==> src/hw/ig_grad_pkg.sv <==
package ig_grad_pkg;

    // ----------------------------------------
    // gradient fields
    // ----------------------------------------

    // one signed difference, range -255..255
    localparam int GRAD_W = 10;

    // full memory word, gx on top
    localparam int WORD_W = 2 * GRAD_W;

    typedef logic signed [GRAD_W-1:0] grad_t;

    typedef struct packed {
        grad_t gx;
        grad_t gy;
    } grad_fields_t;

    // ----------------------------------------
    // gradient word
    // ----------------------------------------

    // compute side fills f, memory side sees raw
    typedef union packed {
        logic [WORD_W-1:0] raw;
        grad_fields_t      f;
    } grad_word_u;

endpackage

==> src/hw/ig_img_pkg.sv <==
package ig_img_pkg;

    // ----------------------------------------
    // image geometry
    // ----------------------------------------

    // pixel width of the greyscale source
    localparam int PIX_W = 8;

    // address space covers up to 256 by 256
    localparam int ADDR_W = 16;

    // column and row index width
    localparam int COORD_W = 8;

    // ----------------------------------------
    // pixel types
    // ----------------------------------------
    typedef logic [PIX_W-1:0]   pixel_t;
    typedef logic [ADDR_W-1:0]  addr_t;
    typedef logic [COORD_W-1:0] coord_t;

endpackage

==> src/hw/ig_grad_calc.sv <==
module ig_grad_calc #(
    parameter int IMG_W = 256,
    parameter int IMG_H = 256
) (
    input  logic                    clk,
    input  logic                    reset,
    input  logic                    pix_valid,
    output logic                    pix_ready,
    input  ig_img_pkg::pixel_t      pix_data,
    input  ig_img_pkg::coord_t      pix_x,
    input  ig_img_pkg::coord_t      pix_y,
    output logic                    g_valid,
    input  logic                    g_ready,
    output ig_grad_pkg::grad_word_u g_word,
    output ig_img_pkg::addr_t       g_addr
);

    localparam ig_img_pkg::coord_t X_LAST = ig_img_pkg::coord_t'(IMG_W - 1);
    localparam ig_img_pkg::coord_t Y_LAST = ig_img_pkg::coord_t'(IMG_H - 1);

    // line buffer index width
    localparam int XW = (IMG_W > 1) ? $clog2(IMG_W) : 1;

    // unsigned pixels widened to signed 10 bits before subtracting
    function automatic ig_grad_pkg::grad_t pix_diff(
        input ig_img_pkg::pixel_t a,
        input ig_img_pkg::pixel_t b
    );
        ig_grad_pkg::grad_t sa;
        ig_grad_pkg::grad_t sb;
        sa = ig_grad_pkg::grad_t'({2'b00, a});
        sb = ig_grad_pkg::grad_t'({2'b00, b});
        return sa - sb;
    endfunction

    // previous row, entry x holds pixel (x, y-1)
    ig_img_pkg::pixel_t line_buf [IMG_W];

    logic                    flushing;
    ig_img_pkg::coord_t      fx;
    ig_img_pkg::addr_t       emit_addr;
    logic                    out_free;
    logic                    pix_acc;
    logic                    emit_pix;
    logic                    emit_flush;
    logic                    emit;
    ig_img_pkg::coord_t      sel_x;
    ig_img_pkg::coord_t      right_x;
    logic [XW-1:0]           idx;
    logic [XW-1:0]           right_idx;
    ig_img_pkg::pixel_t      up;
    ig_img_pkg::pixel_t      right;
    ig_grad_pkg::grad_word_u next_word;

    // ----------------------------------------
    // handshakes
    // ----------------------------------------
    assign out_free   = !g_valid || g_ready;
    assign pix_ready  = !flushing && out_free;
    assign pix_acc    = pix_valid && pix_ready;
    // row 0 only fills the buffer
    assign emit_pix   = pix_acc && (pix_y != '0);
    assign emit_flush = flushing && out_free;
    assign emit       = emit_pix || emit_flush;

    // ----------------------------------------
    // subtractors
    // ----------------------------------------
    assign sel_x     = flushing ? fx : pix_x;
    assign right_x   = (sel_x == X_LAST) ? sel_x : sel_x + 1'b1;
    assign idx       = sel_x[XW-1:0];
    assign right_idx = right_x[XW-1:0];
    assign up        = line_buf[idx];
    assign right     = line_buf[right_idx];

    always_comb begin
        if (sel_x == X_LAST) begin
            next_word.f.gx = '0;
        end else begin
            next_word.f.gx = pix_diff(right, up);
        end
        // flushed row is the last one, nothing below it
        if (flushing) begin
            next_word.f.gy = '0;
        end else begin
            next_word.f.gy = pix_diff(pix_data, up);
        end
    end

    // ----------------------------------------
    // control
    // ----------------------------------------
    always_ff @(posedge clk) begin
        if (reset) begin
            g_valid   <= 1'b0;
            flushing  <= 1'b0;
            fx        <= '0;
            emit_addr <= '0;
        end else begin
            if (emit) begin
                g_valid <= 1'b1;
            end else if (g_ready) begin
                g_valid <= 1'b0;
            end
            // last pixel of the image completes the buffer
            if (pix_acc && pix_x == X_LAST && pix_y == Y_LAST) begin
                flushing <= 1'b1;
                fx       <= '0;
            end
            if (emit_flush) begin
                fx <= fx + 1'b1;
                if (fx == X_LAST) begin
                    flushing <= 1'b0;
                end
            end
            // words leave in raster order, restart after the flush
            if (emit_flush && fx == X_LAST) begin
                emit_addr <= '0;
            end else if (emit) begin
                emit_addr <= emit_addr + 1'b1;
            end
        end
    end

    // ----------------------------------------
    // buffer and output word
    // ----------------------------------------
    always_ff @(posedge clk) begin
        // entry x is read before this write lands
        if (pix_acc) begin
            line_buf[pix_x[XW-1:0]] <= pix_data;
        end
        if (emit) begin
            g_word <= next_word;
            g_addr <= emit_addr;
        end
    end

endmodule

==> src/hw/ig_grad_store.sv <==
module ig_grad_store #(
    parameter int IMG_W = 256,
    parameter int IMG_H = 256
) (
    input  logic                     clk,
    input  logic                     reset,
    input  logic                     g_valid,
    output logic                     g_ready,
    input  ig_grad_pkg::grad_word_u  g_word,
    input  ig_img_pkg::addr_t        g_addr,
    output logic                     grad_wr,
    output ig_img_pkg::addr_t        grad_addr,
    output logic [ig_grad_pkg::WORD_W-1:0] grad_do,
    input  logic                     grad_ready,
    output logic                     done
);

    // address of the final pixel
    localparam ig_img_pkg::addr_t LAST_ADDR = ig_img_pkg::addr_t'(IMG_W * IMG_H - 1);

    ig_grad_pkg::grad_word_u word_q;
    logic                    wr_done;
    logic                    accept;

    // ----------------------------------------
    // output register
    // ----------------------------------------

    // write completes on the memory handshake
    assign wr_done = grad_wr && grad_ready;

    // take a new word when empty or when the held one is leaving
    assign g_ready = !grad_wr || grad_ready;
    assign accept  = g_valid && g_ready;

    // memory sees the flat word
    assign grad_do = word_q.raw;

    always_ff @(posedge clk) begin
        if (reset) begin
            grad_wr <= 1'b0;
            done    <= 1'b0;
        end else begin
            if (g_ready) begin
                grad_wr <= g_valid;
            end
            // one pulse after the last address is written
            done <= wr_done && (grad_addr == LAST_ADDR);
        end
    end

    // word and address hold while grad_ready is low
    always_ff @(posedge clk) begin
        if (accept) begin
            word_q    <= g_word;
            grad_addr <= g_addr;
        end
    end

endmodule

==> src/hw/ig_pixel_fetch.sv <==
module ig_pixel_fetch #(
    parameter int IMG_W = 256,
    parameter int IMG_H = 256
) (
    input  logic                clk,
    input  logic                reset,
    input  logic                start,
    input  logic                done_in,
    output logic                busy,
    output logic                img_rd,
    output ig_img_pkg::addr_t   img_addr,
    input  ig_img_pkg::pixel_t  img_di,
    output logic                pix_valid,
    input  logic                pix_ready,
    output ig_img_pkg::pixel_t  pix_data,
    output ig_img_pkg::coord_t  pix_x,
    output ig_img_pkg::coord_t  pix_y
);

    localparam ig_img_pkg::coord_t X_LAST = ig_img_pkg::coord_t'(IMG_W - 1);
    localparam ig_img_pkg::coord_t Y_LAST = ig_img_pkg::coord_t'(IMG_H - 1);

    logic               busy_q;
    logic               all_issued;
    logic               fresh;
    logic               slot_free;
    ig_img_pkg::coord_t x;
    ig_img_pkg::coord_t y;
    ig_img_pkg::pixel_t held;

    // slot empties this cycle, so the next read has a place to land
    assign slot_free = !pix_valid || pix_ready;
    assign img_rd    = busy_q && !all_issued && slot_free;

    // busy drops together with the done pulse
    assign busy = busy_q && !done_in;

    // memory data is valid only on the cycle after the read
    assign pix_data = fresh ? img_di : held;

    // ----------------------------------------
    // raster sequencer
    // ----------------------------------------
    always_ff @(posedge clk) begin
        if (reset) begin
            busy_q     <= 1'b0;
            all_issued <= 1'b0;
            fresh      <= 1'b0;
            pix_valid  <= 1'b0;
            x          <= '0;
            y          <= '0;
            img_addr   <= '0;
        end else begin
            fresh <= img_rd;
            if (start && !busy) begin
                busy_q     <= 1'b1;
                all_issued <= 1'b0;
                x          <= '0;
                y          <= '0;
                img_addr   <= '0;
            end else if (done_in) begin
                busy_q <= 1'b0;
            end
            if (img_rd) begin
                img_addr <= img_addr + 1'b1;
                if (x == X_LAST) begin
                    x <= '0;
                    y <= y + 1'b1;
                    if (y == Y_LAST) begin
                        all_issued <= 1'b1;
                    end
                end else begin
                    x <= x + 1'b1;
                end
            end
            // slot valid from read issue until the pixel is taken
            if (img_rd) begin
                pix_valid <= 1'b1;
            end else if (pix_ready) begin
                pix_valid <= 1'b0;
            end
        end
    end

    // coordinates follow the read, pixel is kept past its first cycle
    always_ff @(posedge clk) begin
        if (img_rd) begin
            pix_x <= x;
            pix_y <= y;
        end
        if (fresh) begin
            held <= img_di;
        end
    end

endmodule

==> src/hw/ig_top.sv <==
module ig_top #(
    parameter int IMG_W = 256,
    parameter int IMG_H = 256
) (
    input  logic                           clk,
    input  logic                           reset,
    input  logic                           start,
    output logic                           busy,
    output logic                           done,
    output logic                           img_rd,
    output ig_img_pkg::addr_t              img_addr,
    input  ig_img_pkg::pixel_t             img_di,
    output logic                           grad_wr,
    output ig_img_pkg::addr_t              grad_addr,
    output logic [ig_grad_pkg::WORD_W-1:0] grad_do,
    input  logic                           grad_ready
);

    // ----------------------------------------
    // fetch to calc
    // ----------------------------------------
    logic               pix_valid;
    logic               pix_ready;
    ig_img_pkg::pixel_t pix_data;
    ig_img_pkg::coord_t pix_x;
    ig_img_pkg::coord_t pix_y;

    // ----------------------------------------
    // calc to store
    // ----------------------------------------
    logic                    g_valid;
    logic                    g_ready;
    ig_grad_pkg::grad_word_u g_word;
    ig_img_pkg::addr_t       g_addr;

    ig_pixel_fetch #(.IMG_W(IMG_W), .IMG_H(IMG_H)) fetch_i (
        .clk       (clk),
        .reset     (reset),
        .start     (start),
        .done_in   (done),
        .busy      (busy),
        .img_rd    (img_rd),
        .img_addr  (img_addr),
        .img_di    (img_di),
        .pix_valid (pix_valid),
        .pix_ready (pix_ready),
        .pix_data  (pix_data),
        .pix_x     (pix_x),
        .pix_y     (pix_y)
    );

    ig_grad_calc #(.IMG_W(IMG_W), .IMG_H(IMG_H)) calc_i (
        .clk       (clk),
        .reset     (reset),
        .pix_valid (pix_valid),
        .pix_ready (pix_ready),
        .pix_data  (pix_data),
        .pix_x     (pix_x),
        .pix_y     (pix_y),
        .g_valid   (g_valid),
        .g_ready   (g_ready),
        .g_word    (g_word),
        .g_addr    (g_addr)
    );

    ig_grad_store #(.IMG_W(IMG_W), .IMG_H(IMG_H)) store_i (
        .clk        (clk),
        .reset      (reset),
        .g_valid    (g_valid),
        .g_ready    (g_ready),
        .g_word     (g_word),
        .g_addr     (g_addr),
        .grad_wr    (grad_wr),
        .grad_addr  (grad_addr),
        .grad_do    (grad_do),
        .grad_ready (grad_ready),
        .done       (done)
    );

endmodule

==> config.mk <==
export PLATFORM = sky130hd
export DESIGN_NAME = ig_top
export DESIGN_NICKNAME = d
export VERILOG_FILES = /design/src/hw/ig_grad_pkg.sv /design/src/hw/ig_img_pkg.sv /design/src/hw/ig_grad_calc.sv /design/src/hw/ig_grad_store.sv /design/src/hw/ig_pixel_fetch.sv /design/src/hw/ig_top.sv
export SDC_FILE = /design/constraint.sdc
export NUM_CORES = 2
export LEC_CHECK = 0
export BUFFER_PORTS_ARGS = -buffer_cell sky130_fd_sc_hd__buf_2
export CORE_MARGIN = 5
export CORE_UTILIZATION = 45
export DETAILED_ROUTE_END_ITERATION = 10
export REMOVE_ABC_BUFFERS = 1
export SLEW_MARGIN = 40
export SYNTH_ARGS = -nofsm -noshare
export SYNTH_HDL_FRONTEND = slang
export SYNTH_HIERARCHICAL = 1
export SYNTH_SLANG_ARGS = --single-unit
export TNS_END_PERCENT = 1
==> constraint.sdc <==
create_clock -name clk -period 9.95 [get_ports clk]
set_input_delay 0.4975 -clock clk [delete_from_list [all_inputs] [get_ports clk]]
set_output_delay 0.4975 -clock clk [all_outputs]
set_load 0.02 [all_outputs]
==> results.cfg <==
[final_layout]
ff_latch_area_sq_um = 65500
fin_nets = 9324
final_area_sq_um = 118000
final_cells = 12700
final_core_util_pct = 50.8
multi_input_area_sq_um = 37900
n_fill_cell = 20100
drive_above_1_share_pct = 12.6
syn_to_final_growth_pct = 12.2

[clock_network]
cts_root_buffer = clkbuf_16
tritoncts = yes
cts.sinks = 2206
htree_levels = 4
worstSkewPairLatency_ns = 0.97
cts_buffer_depth = 3
clk_pin_slew_ns = 0.06
cts_buffers = 233

[run_status]
outcome = complete, no violations

[grt]
grt_pass1_wl_um = 635000
first_global_vias = 81400
grt_overflow = 0
grt_max_degree = 144
met1_usage_pct = 47.5
antenna_found_initial = 41
grt_most_used_layer = met2
gr-usage-met2_pct = 52.3
grt_use_met3_pct = 12.5
track_usage_pct = 36.5

[floorplan]
io_pins = 68
fp.dieArea_sq_um = 244000
die_w_um = 494
core_sq_um = 233000
initial_core_util_pct = 45.3
rows = 177
die_y_um = 494

[logic_synthesis]
synth_top_area_share_pct = 60.8
ys_types = 97
synth_ff_type = edfxtp_1
yosysWarnings = 6
synthArstFlopShare_pct = 0
yosys-top-cells-area = edfxtp_1 (61%), nand2_1 (8.7%), nand3_1 (4.0%)
synthCells = 9444
seq_area_frac_synth_pct = 62.2
synth-edff-count = 2134
syn_area_sq_um = 105000
synthMostInstantiatedCell = nand2_1
ys_ff_latch = 2206
synth_top_cell_by_area = edfxtp_1
synthTopCellsByCount = nand2_1 (2452), edfxtp_1 (2134), nand3_1 (841)
syn-mean-instance-area_sq_um = 11.2

[hold_path]
hp-class = in -> reg

[worst_setup_path]
crit_chain = mux2i_4 > inv_8 > ha_4 > clkinv_1 > nor2_1 > o21ai_4 > and2_4 > buf_4 > o22ai_1 > nor3_1 > nor4_1 > a31oi_1 > a2111oi_2 > a31oi_1 > ha_1 > a21o_1 > a21o_1 > a21o_1 > a21o_1 > a21o_1 > a21oi_1 > xor2_1 > nor2_1
crit_arrival_ns = 9.12
worstSetupPathType = reg -> reg
critPathMaxStageDelay_ns = 0.85
crit_family = compound AO/OA/AOI/OAI gates
path_buf_inv = 3
cpMostUsedCell = a21o_1
worstPathMaxFanout = 42
startpoint_type = register
worstPathRequired_ns = 10.60
worst_path_max_delay_cell = a2111oi_2
cp-end-kind = register

[flow_run]
drv_cap = 0

[detailed_routing]
wl_per_cell_um = 36.4
routed_via_density = 6.96
drtIter0Drc = 16200
num_vias = 88100
drc = 0
drtAntennaViolNets = 0
first_pass_iters = 10
wl_um = 461000

[timing]
layout_min_cycle_time_ns = 8.46
fin_skew_ns = 0.0721
max-slew-margin-rel_pct = 29.2
slew_viol_final = 0
setup_viol = 0
rsz0062_at_grt = no
hold_viol = 0
worstMarginPinSlew_ns = 1.05
hold_ws_ns = 0.0763
fin_crit_sh_pct = 85.1
clock.fmax_ghz = 0.118

[pwr]
clkPwrFrac_pct = 39.4
pwr-share-seq_pct = 46.6
p_leak_nw = 39.6
p_int_w = 0.0164
finalPower_w = 0.0229
power_density_nw_per_um2 = 194
switchingPower_w = 0.00647
irDropWorstVdd_uv = 167
p_comb_share_pct = 14.0
switching_share_pct = 28.3

[place]
post_dp_cell_area_sq_um = 110000
place_hpwl_um = 294000
dp.cells = 12200
portBuffers = 67
gp_congestion = 1.03
[metrics by stage]
stage                     setup slack [ns]   TNS, ns
after floorplan                    -134.45  -2371.72
after global placement                1.61         0
after detailed placement              2.08         0
after CTS                             1.98         0
after global routing                  1.70         0
final                                 1.49         0
[layout make-up]
cell class / count / area share (%)
repair buffers: 352 / 2.54
clock buffers: 305 / 5.22
clock inverters: 132 / 1.31
well taps: 3132 / 3.32
inverters: 21 / 0.0794
diodes: 32 / 0.0678
flip-flops and latches: 2206 / 55.4
multi-input cells: 6473 / 32.0
[state kept, by name, indices dropped and copies added, names as in the netlist, 16 cells and up]
name	count
calc_i/g_word	18
calc_i/g_addr	16
fetch_i/img_addr	16
store_i/grad_addr	16
store_i/grad_do	20
calc_i/line_buf	2048
calc_i/emit_addr	16
[kinds of logic (layout without fill, tap and decap cells)]
| logic type | count (synthesis) | after routing | share of synthesized area [%] |
|---|---|---|---|
| and+or+nand+nor | 4371 | 4371 | 18.0 |
| xor gates and xnor gates | 37 | 37 | 0.308 |
| buffers and inverters | 765 | 810 | 3.16 |
| AOI/OAI and AO/OA | 1649 | 1649 | 11.0 |
| other | 0 | 32 | 0 |
| adders and majority gates | 25 | 25 | 0.311 |
| muxes | 391 | 391 | 5.10 |
| DFF | 2206 | 2206 | 62.2 |
[final timing paths]
kind	cells after the start	from	slack, ns	to
setup / recovery	23	fetch_i/pix_x[0]	1.49	calc_i/g_word[17]
hold / removal	3	reset	0.08	fetch_i/busy_q
setup reg to reg	23	fetch_i/pix_x[0]	1.49	calc_i/g_word[17]
hold reg to reg	0	calc_i/g_addr[8]	0.42	store_i/grad_addr[8]
[metal layers]
layer / routed length, um / part of all wire [%]
met4: 36400 / 7.9
met2: 193000 / 42
met1: 165000 / 36
met3: 66800 / 14
met5: 251 / 0.054
[power by group through the flow]
stage	combinational [W]	clock, W	sequential [W]
floorplan	0.00190	0	0.0109
global placement	0.00297	0	0.0109
detailed placement	0.00303	0	0.0109
CTS	0.00303	0.00895	0.0107
global route	0.00323	0.00936	0.0107
finish	0.00320	0.00901	0.0107
[tightest hold or removal path: stages]
cell and delay (ns):
buf_2 0.10, buf_4 0.24, nor2_1 0.14
[placed cells by master, fill, tap and decap left out, drive strengths merged, types with 65 or more instances in the layout]
master,count
mux4,112
nor4,93
clkbuf,305
o21ai,183
and3,207
nor3,114
mux2i,263
nand2,2454
a21oi,210
o221ai,100
o22ai,334
a311oi,274
dfxtp,72
edfxtp,2134
buf,349
nand3,843
nand4,65
a31oi,177
nor2,499
clkinv,92
[timing repair]
item	CTS	global route
setup buffers	0	0
endpoints found under the hold margin	4	0
resized for setup	0	0
hold buffers	2	0
Note: power is estimated with default switching activity, not from simulation.
